### src/logic/trig_pkg.sv
`default_nettype none

package trig_pkg;

	// ************************************************************************
	// Constants
	// ************************************************************************

	// Width of the running event counter
	localparam int count_width = 8;

	// Index width for a channel select is at least one bit
	function automatic int idx_width(input int n);
		if (n > 1)
			return $clog2(n);
		return 1;
	endfunction

	// ************************************************************************
	// Types
	// ************************************************************************

	// The hit is the OR of all selected conditions
	typedef struct packed {
		logic high;
		logic low;
		logic eq;
		logic rise;
		logic fall;
	} trig_cond_t;

	// Per-channel control word from the low 7 bits of a REG_CTRL write
	typedef struct packed {
		logic       enable;
		logic       is_signed;
		trig_cond_t cond;
	} trig_cfg_t;

	typedef enum logic [1:0] {
		TRIG_IDLE   = 2'd0,
		TRIG_SAMPLE = 2'd1,
		TRIG_ARMED  = 2'd2,
		TRIG_FIRED  = 2'd3
	} trig_state_e;

	// Register select that doubles as the write opcode
	typedef enum logic [0:0] {
		REG_CTRL = 1'b0,
		REG_REF  = 1'b1
	} trig_reg_e;

endpackage

`default_nettype wire

### src/logic/trig_cfg_regs.sv
`default_nettype none

module trig_cfg_regs
	import trig_pkg::*;
#(
	parameter int num_channels = 4,
	parameter int sample_width = 8,
	localparam int chan_width = idx_width(num_channels)
)
(
	input wire                                      rvx_port_5,
	input wire                                      rvx_port_6,
	input wire                                      cfg_write,
	input wire [chan_width-1:0]                     cfg_channel,
	input wire trig_reg_e                           cfg_reg,
	input wire [sample_width-1:0]                   cfg_data,
	output trig_cfg_t [num_channels-1:0]            chan_cfg,
	output logic [num_channels-1:0][sample_width-1:0] chan_ref,
	output logic [num_channels-1:0]                 arm_clear
);

	localparam int cfg_width = $bits(trig_cfg_t);
	// Data padded so that narrow samples still yield a full control word
	localparam int pad_width = (sample_width > cfg_width) ? sample_width : cfg_width;

	logic [pad_width-1:0] data_ext;
	trig_cfg_t            cfg_word;
	logic [num_channels-1:0] chan_sel;

	assign data_ext = pad_width'(cfg_data);
	assign cfg_word = trig_cfg_t'(data_ext[cfg_width-1:0]);

	// One-hot decode of the addressed channel
	always_comb
	begin
		chan_sel = '0;
		for (int i = 0; i < num_channels; i++)
		begin
			if (cfg_channel == chan_width'(i))
				chan_sel[i] = 1'b1;
		end
	end

	// ************************************************************************
	// Configuration and reference registers
	// ************************************************************************

	always_ff @(posedge rvx_port_5, negedge rvx_port_6)
	begin
		if (!rvx_port_6)
		begin
			chan_cfg  <= '0;
			chan_ref  <= '0;
			arm_clear <= '0;
		end
		else
		begin
			// Re-arm pulse lasts one cycle only
			arm_clear <= '0;
			for (int i = 0; i < num_channels; i++)
			begin
				if (cfg_write && chan_sel[i])
				begin
					case (cfg_reg)
						REG_CTRL:
						begin
							chan_cfg[i]  <= cfg_word;
							arm_clear[i] <= 1'b1;
						end
						REG_REF:
							chan_ref[i] <= cfg_data;
					endcase
				end
			end
		end
	end

endmodule

`default_nettype wire

### src/logic/trig_cond_detector.sv
`default_nettype none

module trig_cond_detector
	import trig_pkg::*;
#(
	parameter int sample_width = 8
)
(
	input wire                    rvx_port_5,
	input wire                    rvx_port_6,
	input wire trig_cfg_t         cfg,
	input wire                    arm_clear,
	input wire [sample_width-1:0] sample,
	input wire [sample_width-1:0] ref_value,
	output logic                  hit
);

	trig_state_e state;
	logic [sample_width-1:0] prev_sample;

	// Differences are one bit wider than a sample so they cannot overflow
	logic [sample_width:0] diff_ref;
	logic [sample_width:0] diff_prev;

	logic ref_gt;
	logic ref_lt;
	logic ref_eq;
	logic prev_gt;
	logic prev_lt;
	logic cond_hit;

	// Sign or zero extend both operands before the subtraction
	function automatic logic [sample_width:0] ext_diff(
		input logic [sample_width-1:0] a,
		input logic [sample_width-1:0] b,
		input logic                    is_signed
	);
		logic [sample_width:0] a_ext;
		logic [sample_width:0] b_ext;
		a_ext = {is_signed & a[sample_width-1], a};
		b_ext = {is_signed & b[sample_width-1], b};
		return a_ext - b_ext;
	endfunction

	// ************************************************************************
	// Arm sequence
	// ************************************************************************

	always_ff @(posedge rvx_port_5, negedge rvx_port_6)
	begin
		if (!rvx_port_6)
			state <= TRIG_IDLE;
		else if (arm_clear)
			state <= TRIG_IDLE;
		else if (!cfg.enable)
			state <= TRIG_IDLE;
		else
		begin
			case (state)
				TRIG_IDLE:
					state <= TRIG_SAMPLE;
				TRIG_SAMPLE:
					state <= TRIG_ARMED;
				TRIG_ARMED:
				begin
					if (cond_hit)
						state <= TRIG_FIRED;
				end
				default:
					// Stays fired until re-armed or disabled
					state <= TRIG_FIRED;
			endcase
		end
	end

	// Previous sample follows the input while sampling or armed
	always_ff @(posedge rvx_port_5, negedge rvx_port_6)
	begin
		if (!rvx_port_6)
			prev_sample <= '0;
		else if ((state == TRIG_SAMPLE) || (state == TRIG_ARMED))
			prev_sample <= sample;
	end

	// ************************************************************************
	// Compare
	// ************************************************************************

	assign diff_ref  = ext_diff(sample, ref_value, cfg.is_signed);
	assign diff_prev = ext_diff(sample, prev_sample, cfg.is_signed);

	// MSB of the difference is its sign
	assign ref_lt  = diff_ref[sample_width];
	assign ref_eq  = (diff_ref == '0);
	assign ref_gt  = !ref_lt && !ref_eq;
	assign prev_lt = diff_prev[sample_width];
	assign prev_gt = !prev_lt && (diff_prev != '0);

	assign cond_hit = (cfg.cond.high & ref_gt)
		| (cfg.cond.low & ref_lt)
		| (cfg.cond.eq & ref_eq)
		| (cfg.cond.rise & prev_gt)
		| (cfg.cond.fall & prev_lt);

	always_comb
	begin
		case (state)
			TRIG_ARMED:
				hit = cond_hit;
			TRIG_FIRED:
				hit = 1'b1;
			default:
				hit = 1'b0;
		endcase
	end

endmodule

`default_nettype wire

### src/logic/trig_event_collector.sv
`default_nettype none

module trig_event_collector
	import trig_pkg::*;
#(
	parameter int num_channels = 4,
	localparam int chan_width = idx_width(num_channels)
)
(
	input wire                     rvx_port_5,
	input wire                     rvx_port_6,
	input wire [num_channels-1:0]  hits,
	output logic                   irq,
	output logic [count_width-1:0] event_count,
	output logic [chan_width-1:0]  last_channel
);

	logic [num_channels-1:0] hits_q;
	logic [num_channels-1:0] new_edge;
	logic [count_width-1:0]  edge_count;
	logic [chan_width-1:0]   first_idx;

	// A hit counts once on the cycle it goes high
	assign new_edge = hits & ~hits_q;

	// Number of channels that fired this cycle
	always_comb
	begin
		edge_count = '0;
		for (int i = 0; i < num_channels; i++)
			edge_count = edge_count + count_width'(new_edge[i]);
	end

	// Scan downwards so the lowest set index wins
	always_comb
	begin
		first_idx = '0;
		for (int i = num_channels - 1; i >= 0; i--)
		begin
			if (new_edge[i])
				first_idx = chan_width'(i);
		end
	end

	// ************************************************************************
	// Event state
	// ************************************************************************

	always_ff @(posedge rvx_port_5, negedge rvx_port_6)
	begin
		if (!rvx_port_6)
		begin
			hits_q       <= '0;
			irq          <= 1'b0;
			event_count  <= '0;
			last_channel <= '0;
		end
		else
		begin
			hits_q <= hits;
			irq    <= |new_edge;
			if (|new_edge)
			begin
				// Counter wraps on overflow
				event_count  <= event_count + edge_count;
				last_channel <= first_idx;
			end
		end
	end

endmodule

`default_nettype wire

### src/logic/trig_unit_top.sv
`default_nettype none

module trig_unit_top
	import trig_pkg::*;
#(
	parameter int num_channels = 4,
	parameter int sample_width = 8,
	localparam int chan_width = idx_width(num_channels)
)
(
	input wire                                    rvx_port_5,
	input wire                                    rvx_port_6,
	input wire                                    cfg_write,
	input wire [chan_width-1:0]                   cfg_channel,
	input wire trig_reg_e                         cfg_reg,
	input wire [sample_width-1:0]                 cfg_data,
	input wire [num_channels-1:0][sample_width-1:0] samples,
	output logic [num_channels-1:0]               hits,
	output logic                                  irq,
	output logic [count_width-1:0]                event_count,
	output logic [chan_width-1:0]                 last_channel
);

	trig_cfg_t [num_channels-1:0]              chan_cfg;
	logic [num_channels-1:0][sample_width-1:0] chan_ref;
	logic [num_channels-1:0]                   arm_clear;

	// ************************************************************************
	// Register block
	// ************************************************************************

	trig_cfg_regs #(
		.num_channels (num_channels),
		.sample_width (sample_width)
	) i_trig_cfg_regs (
		.rvx_port_5  (rvx_port_5),
		.rvx_port_6  (rvx_port_6),
		.cfg_write   (cfg_write),
		.cfg_channel (cfg_channel),
		.cfg_reg     (cfg_reg),
		.cfg_data    (cfg_data),
		.chan_cfg    (chan_cfg),
		.chan_ref    (chan_ref),
		.arm_clear   (arm_clear)
	);

	// One detector per channel
	for (genvar g = 0; g < num_channels; g++)
	begin : g_det
		trig_cond_detector #(
			.sample_width (sample_width)
		) i_trig_cond_detector (
			.rvx_port_5 (rvx_port_5),
			.rvx_port_6 (rvx_port_6),
			.cfg        (chan_cfg[g]),
			.arm_clear  (arm_clear[g]),
			.sample     (samples[g]),
			.ref_value  (chan_ref[g]),
			.hit        (hits[g])
		);
	end

	trig_event_collector #(
		.num_channels (num_channels)
	) i_trig_event_collector (
		.rvx_port_5   (rvx_port_5),
		.rvx_port_6   (rvx_port_6),
		.hits         (hits),
		.irq          (irq),
		.event_count  (event_count),
		.last_channel (last_channel)
	);

endmodule

`default_nettype wire

### config.mk
export PLATFORM = sky130hd
export DESIGN_NAME = trig_unit_top
export DESIGN_NICKNAME = d
export VERILOG_FILES = /design/src/logic/trig_pkg.sv /design/src/logic/trig_cfg_regs.sv /design/src/logic/trig_cond_detector.sv /design/src/logic/trig_event_collector.sv /design/src/logic/trig_unit_top.sv
export SDC_FILE = /design/constraint.sdc
export NUM_CORES = 1
export LEC_CHECK = 0
export CORE_ASPECT_RATIO = 0.75
export CORE_MARGIN = 4
export CORE_UTILIZATION = 35
export CTS_BUF_LIST = sky130_fd_sc_hd__clkbuf_8
export DETAILED_ROUTE_END_ITERATION = 12
export DONT_BUFFER_PORTS = 1
export PLACE_DENSITY_LB_ADDON = 0.3
export SETUP_SLACK_MARGIN = 0.02
export SLEW_MARGIN = 20
export SYNTH_ARGS = -nofsm -noshare
export SYNTH_HDL_FRONTEND = slang
export SYNTH_SLANG_ARGS = --single-unit
### constraint.sdc
create_clock -name rvx_port_5 -period 5.7 [get_ports rvx_port_5]
set_input_delay 1.14 -clock rvx_port_5 [delete_from_list [all_inputs] [get_ports rvx_port_5]]
set_output_delay 1.14 -clock rvx_port_5 [all_outputs]
set_load 0.02 [all_outputs]
==> metrics.yaml, run 1 <==
run:
  max-cap-violations: 0
grt:
  first_global_vias: 6176
  grt_overflow: 0
  grt_pass1_wl_um: 31700
  grt_max_degree: 120
  antenna_found_initial: 1
  grt_usage: 0.147
worst_setup_path:
  arrival_ns: 5.64
  ff2ff_path_depth: 24
  path_common_cell: "inv_1"
  cp-start-kind: "input pin"
  cp_data_required_time_ns: 6.07
  cpMaxStageDelayCell: "or4b_1"
  worst-setup-path-type: "in2reg"
  cp-end-kind: "register"
  path_max_fanout: 4
  critical-path-max-stage-delay_ns: 0.51
die:
  die_w_um: 187
  core_area_um2: 23300
  num_io_pins: 61
  num_rows: 48
  die_h_um: 142
  die_area_um2: 26600
  start_util: 0.361
finish:
  layout_commonest_cell: "dfrtp_1"
  utilization: 0.396
  drive_gt1_frac: 0.117
  nets: 1056
  syn_to_final_growth_pct: 9.63
  antenna_cells: 0
  final_cell_mix: "119 x dfrtp_1, 110 x inv_1, 93 x nand2_1"
clock_tree:
  cts_sinks: 119
  numCtsBuffers: 17
  cts.path.max_buffers: 2
  hold_buffers: 0
  cts_root_buffer: "clkbuf_8"
  path_clk_slew_ns: 0.09
  clk_latency_ns: 0.45
  cts_max_level: 4
  tritoncts: "built"
power:
  ir_drop_mv: 0.180
  cellLeakagePower_nw: 4.32
  power_density_nw_per_um2: 456
yosys:
  synthCells: 899
  ys.flop_type: "dfrtp_1"
  synth_area_um2: 8420
  synth.distinct_cells: 71
  synth-async-reset-ratio: 1.00
  seq_area_frac_synth: 0.354
  synth_enable_flop_cells: 0
  synth_fp_nets: 1041
  yosysWarningCount: 0
  syn_avg_cell_area_um2: 9.36
  ys_ff_latch: 119
run_status:
  outcome: "completed"
drt:
  vias: 6357
  drc: 0
  viasPerCell: 5.18
  wl_um: 18900
  ant_nets: 0
  first_iter_violations: 353
  drtPass1Iterations: 5
  routedWlPerCell_um: 15.4
placed_design:
  place_congestion: 0.828
  dpl.hpwl_um: 14100
  port_buffers: 0
  post-place-ws_ns: -0.109
sta:
  drv_slew: 0
  setup_slack_ns: 0.429
  worst_slew_pin_slew_ns: 1.03
  slew_headroom: 0.308
  finalSetupViolCount: 0
  max_freq_mhz: 190
  rsz0062_at_grt: "no"
  finalHoldViolCount: 0
  period_needed_ns: 5.27
  fin_crit_sh: 0.925
  fin_skew_ns: 0.0148
min_path:
  hold_path.class: "in2async"
==> worst paths after layout <==
check                                                               end                          from  slack (ns)
max                               i_trig_event_collector.event_count[6]                    samples[0]        0.43
max reg2reg                       i_trig_event_collector.event_count[6]   i_trig_cfg_regs.chan_ref[0]        0.79
min in group rvx_port_5                    i_trig_cfg_regs.chan_cfg[23]  i_trig_cfg_regs.chan_cfg[23]        0.48
max in group asynchronous  g_det[3].i_trig_cond_detector.prev_sample[2]                    rvx_port_6        5.11
min reg2reg                                i_trig_cfg_regs.chan_cfg[23]  i_trig_cfg_regs.chan_cfg[23]        0.48
min                        g_det[2].i_trig_cond_detector.prev_sample[3]                    rvx_port_6        0.38
==> cells in the mapped netlist (all sizes together) (9+ instances only) <==
| library cell | n | area share |
|---|---|---|
| inv | 110 | 0.049 |
| fa | 10 | 0.024 |
| ha | 86 | 0.13 |
| nor3 | 26 | 0.016 |
| a211oi | 12 | 0.011 |
| clkbuf | 9 | 0.0040 |
| dfrtp | 119 | 0.35 |
| o21ai | 69 | 0.041 |
| nand2b | 12 | 0.0089 |
| xor2 | 25 | 0.026 |
| nand2 | 93 | 0.041 |
| nor2b | 24 | 0.019 |
| a21o | 14 | 0.012 |
| nor2 | 36 | 0.016 |
| a21oi | 33 | 0.020 |
| mux2 | 51 | 0.068 |
==> critical path: cells and delay by family <==
family / cells / cell delay (ns)
adder cells (fa/ha/maj): 6 / 1.78
AND/OR/NAND/NOR: 8 / 1.43
AO/OA/AOI/OAI: 4 / 0.68
buffers and inverters: 6 / 0.45
XOR/XNOR: 1 / 0.15
==> per-stage QoR <==
stage	instances	TNS (ns)	hold WS, ns	instance area [um^2]	total power, mW
after CTS	1227	0	0.329	9210	4.24
after global routing	1227	0	0.326	9230	4.64
after detailed placement	1195	-0.201	0.458	8790	3.37
after global placement	1195	-0.0711	0.453	8790	3.34
final	1227	0	0.378	9230	4.20
after floorplan	899	0	0.437	8420	2.97
==> sequential cells by signal (all words and copies together) (netlist names) <==
register,cells
g_det.i_trig_cond_detector.prev_sample,32
i_trig_cfg_regs.chan_ref,32
i_trig_event_collector.last_channel,2
i_trig_event_collector.event_count,8
g_det.i_trig_cond_detector.state,8
i_trig_cfg_regs.chan_cfg,28
i_trig_cfg_regs.arm_clear,4
i_trig_event_collector.irq,1
i_trig_event_collector.hits_q,4
==> repair_timing <==
item	in CTS	in global routing
buffers inserted	0	0
gates resized for setup	0	3
setup endpoints to repair	0	2
==> area by class of cell <==
type / count / area, um^2
fillers: 2318 / 14100
multi-input cells: 655 / 4970
flip-flops and latches: 119 / 2980
inverters: 111 / 417
well taps: 300 / 375
clock buffers: 17 / 234
clock inverters: 15 / 181
repair buffers: 10 / 75.1
==> per-layer routing <==
layer / vias to the layer above / global-route usage / routed length, um
met4: 2 / 0.0342 / 243
li1: 3209 / - / -
met1: 2993 / 0.207 / 9650
met5: - / 0 / 7
met2: 132 / 0.220 / 7760
met3: 21 / 0.0490 / 1220
==> logic make-up (layout without fill, tap and decap cells) <==
kind of cell / Yosys count / after routing / share of synthesized area
and+or+nand+nor: 256 / 256 / 0.156
AOI/OAI and AO/OA: 213 / 213 / 0.170
buffers and inverters: 125 / 153 / 0.0584
DFF: 119 / 119 / 0.354
adders and majority gates: 96 / 96 / 0.152
muxes: 57 / 57 / 0.0754
xor gates and xnor gates: 33 / 33 / 0.0343
==> where the power goes <==
part / internal (mW) / total (mW) / switching (mW)
registers: 1.11 / 1.28 / 0.175
logic: 0.921 / 2.08 / 1.16
clock network: 0.409 / 0.836 / 0.427
(Power assumes the default switching activity.)
==> run 2: changes to the inputs <==
- BUFFER_PORTS_ARGS: default -> -buffer_cell sky130_fd_sc_hd__buf_2
- DONT_BUFFER_PORTS: 1 -> default
- GPL_ROUTABILITY_DRIVEN: default -> 0
- MAX_ROUTING_LAYER: default -> met4
==> metrics.yaml, run 2 (synthesis gave the netlist of run 1 again) <==
run_status:
  outcome: "completed"
die:
  die_h_um: 142  # unchanged
  num_rows: 48  # unchanged
  start_util: 0.361  # unchanged
  die_area_um2: 26600  # unchanged
  num_io_pins: 61  # unchanged
  die_w_um: 187  # unchanged
  core_area_um2: 23300  # unchanged
worst_setup_path:
  critPathTopFamily: "adder cells"
  startpoint: "samples[0]"
  path_common_cell: "inv_1"
  reg2reg_from: "i_trig_cfg_regs.chan_ref[1]"
  arrival_ns: 5.70  # +0.06 ns
  ff2ff_path_depth: 24  # unchanged
  endpoint: "i_trig_event_collector.event_count[6]"
  critical_path_buf_inv_count: 9  # +3
  cp-start-kind: "input pin"
  reg2reg_setup_slack_ns: 0.82  # +0.03 ns
  path_max_fanout: 3  # -1
  cp-end-kind: "register"
  crit_cells: 27  # +8.0%
  cpMaxStageDelayCell: "a2111o_1"
  worst-setup-path-type: "in2reg"
  critical-path-max-stage-delay_ns: 0.40  # -0.11 ns
  cp_data_required_time_ns: 6.08  # about the same
  reg2reg_to: "i_trig_event_collector.event_count[6]"
clock_tree:
  path_clk_slew_ns: 0.09  # about the same
  postCtsSetupBuffers: 0  # unchanged
  cts_sinks: 119  # unchanged
  clk_latency_ns: 0.46  # about the same
  tritoncts: "built"
  cts_root_buffer: "clkbuf_8"
  cts.path.max_buffers: 2  # unchanged
  cts_max_level: 4  # unchanged
  numCtsBuffers: 17  # unchanged
  hold_buffers: 0  # unchanged
finish:
  nets: 1133  # +7.3%
  utilization: 0.413  # +0.0165
  syn_to_final_growth_pct: 14.2
  n_fill_cell: 2332  # +0.60%
  antenna_cells: 0  # unchanged
  drive_gt1_frac: 0.186  # +0.0698
  reg_top3: "g_det.i_trig_cond_detector.prev_sample: 32 flops, i_trig_cfg_regs.chan_ref: 32 flops, i_trig_cfg_regs.chan_cfg: 28 flops"
  layout_commonest_cell: "dfrtp_1"
  final_cell_mix: "119 x dfrtp_1, 110 x inv_1, 93 x nand2_1"
grt:
  grt_pass1_wl_um: 32300  # +2.0%
  grt_overflow: 0  # unchanged
  antenna_found_initial: 0  # -1
  use_met3: 0.0414  # -0.00760
  first_global_vias: 6261  # +1.4%
  top_usage_layer: "met2"
  grt_usage: 0.154  # +0.00711
  grt_use_met2: 0.220  # +0.000956
  grt_max_degree: 74  # -38%
  use_met1: 0.220  # +0.0125
drt:
  first_iter_violations: 351  # -0.57%
  drtPass1Iterations: 5  # unchanged
  viasPerCell: 5.03  # -2.9%
  vias: 6561  # +3.2%
  routedWlPerCell_um: 14.7  # -4.6%
  drc: 0  # unchanged
  ant_nets: 0  # unchanged
  wl_um: 19100  # +1.4%
power:
  ir_drop_mv: 0.180  # about the same
  cellLeakagePower_nw: 4.62  # +7.0%
  combPwrFrac: 0.531  # +0.035
  power_density_nw_per_um2: 440  # -3.5%
  power.share.switching: 0.426  # +0.00643
  pwr-share-clk: 0.173  # -0.026
  pwr-share-seq: 0.296  # -0.009
  p_int_mw: 2.42  # -0.61%
  switchingPower_mw: 1.80  # +2.0%
sta:
  max_freq_mhz: 188  # -0.91%
  finalHoldViolCount: 0  # unchanged
  fin_skew_ns: 0.0112  # -0.00365 ns
  drv_slew: 0  # unchanged
  period_needed_ns: 5.32  # +0.0483 ns
  finalSetupViolCount: 0  # unchanged
  fin_crit_sh: 0.933  # +0.00847
  whs_ns: 0.467  # +0.0894 ns
  rsz0062_at_grt: "no"
  worst_slew_pin_slew_ns: 0.966  # -0.0642 ns
  setup_slack_ns: 0.381  # -0.0483 ns
  slew_headroom: 0.356  # +0.0481
placed_design:
  dpl.hpwl_um: 14500  # +2.8%
  post-place-ws_ns: -0.190  # -0.0812 ns
  port_buffers: 60  # +60
min_path:
  hold_path.class: "in2async"
run:
  max-cap-violations: 0  # unchanged
[run 2: power by group through the flow]
stage / clock network (mW) / registers [mW] / logic (mW)
floorplan: 0 / 1.26 / 1.72
global placement: 0 / 1.26 / 2.20
detailed placement: 0 / 1.26 / 2.23
CTS: 0.758 / 1.25 / 2.25
global route: 0.802 / 1.28 / 2.58
finish: 0.732 / 1.25 / 2.24
[run 2: what timing repair did]
| item | 4_1_cts | 5_1_grt |
|---|---|---|
| endpoints found under the hold margin | 0 | 0 |
| resized for setup | 0 | 4 |
| setup endpoints to repair | 0 | 2 |
[run 2: final cells by class]
type / count / area (um^2) / area share
sequential: 119 / 2980 / 0.310
timing repair buffer: 87 / 505 / 0.0526
inverter: 111 / 417 / 0.0433
multi-input combinational: 655 / 4970 / 0.518
clock buffer: 18 / 248 / 0.0258
tap: 300 / 375 / 0.0390
clock inverter: 14 / 115 / 0.0120
[run 2: how the worst min path moves through the flow]
| stage | depth (start not counted) | slack [ns] | end | start |
|---|---|---|---|---|
| 2_1_floorplan | 2 | 0.44 | i_trig_cfg_regs.chan_cfg[23] | i_trig_cfg_regs.chan_cfg[23] |
| 4_1_cts | 1 | 0.45 | g_det[2].i_trig_cond_detector.prev_sample[2] | rvx_port_6 |
| 5_1_grt | 1 | 0.44 | g_det[2].i_trig_cond_detector.prev_sample[2] | rvx_port_6 |
| 6_report | 1 | 0.47 | g_det[2].i_trig_cond_detector.prev_sample[2] | rvx_port_6 |
| 3_5_place_dp | 2 | 0.45 | i_trig_cfg_regs.chan_cfg[25] | i_trig_cfg_regs.chan_cfg[25] |
| 3_3_place_gp | 2 | 0.45 | i_trig_cfg_regs.chan_cfg[25] | i_trig_cfg_regs.chan_cfg[25] |
[run 2: worst register-to-register path: stages (launching register included)]
cell and delay (ns):
dfrtp_1 0.41, inv_1 0.10, ha_1 0.23, and3b_1 0.19, or4_1 0.50, a32oi_1 0.17
a41oi_1 0.09, or4b_1 0.51, a21oi_2 0.18, nor3_1 0.08, o21bai_1 0.15, nor2b_1 0.16
buf_4 0.15, ha_1 0.23, inv_1 0.07, fa_1 0.40, inv_1 0.07, ha_1 0.17
inv_1 0.06, fa_1 0.38, inv_1 0.07, a21o_1 0.12, nand2_1 0.07, nor3_2 0.12
xor2_1 0.15
[run 2: metal layers]
metal  up-vias  routed length [um]
li1       3383                   -
met1      3059               10200
met2       104                8020
met3        15                 723
met4         0                 173
met5         -                   0
[run 2: through the flow]
stage	TNS (ns)	area, um^2	total power, mW	cells
floorplan	0	8420	2.97	899
global placement	-0.270	9220	3.46	1272
detailed placement	-0.445	9220	3.50	1272
CTS	0	9590	4.25	1304
global route	0	9610	4.66	1304
finish	0	9610	4.23	1304
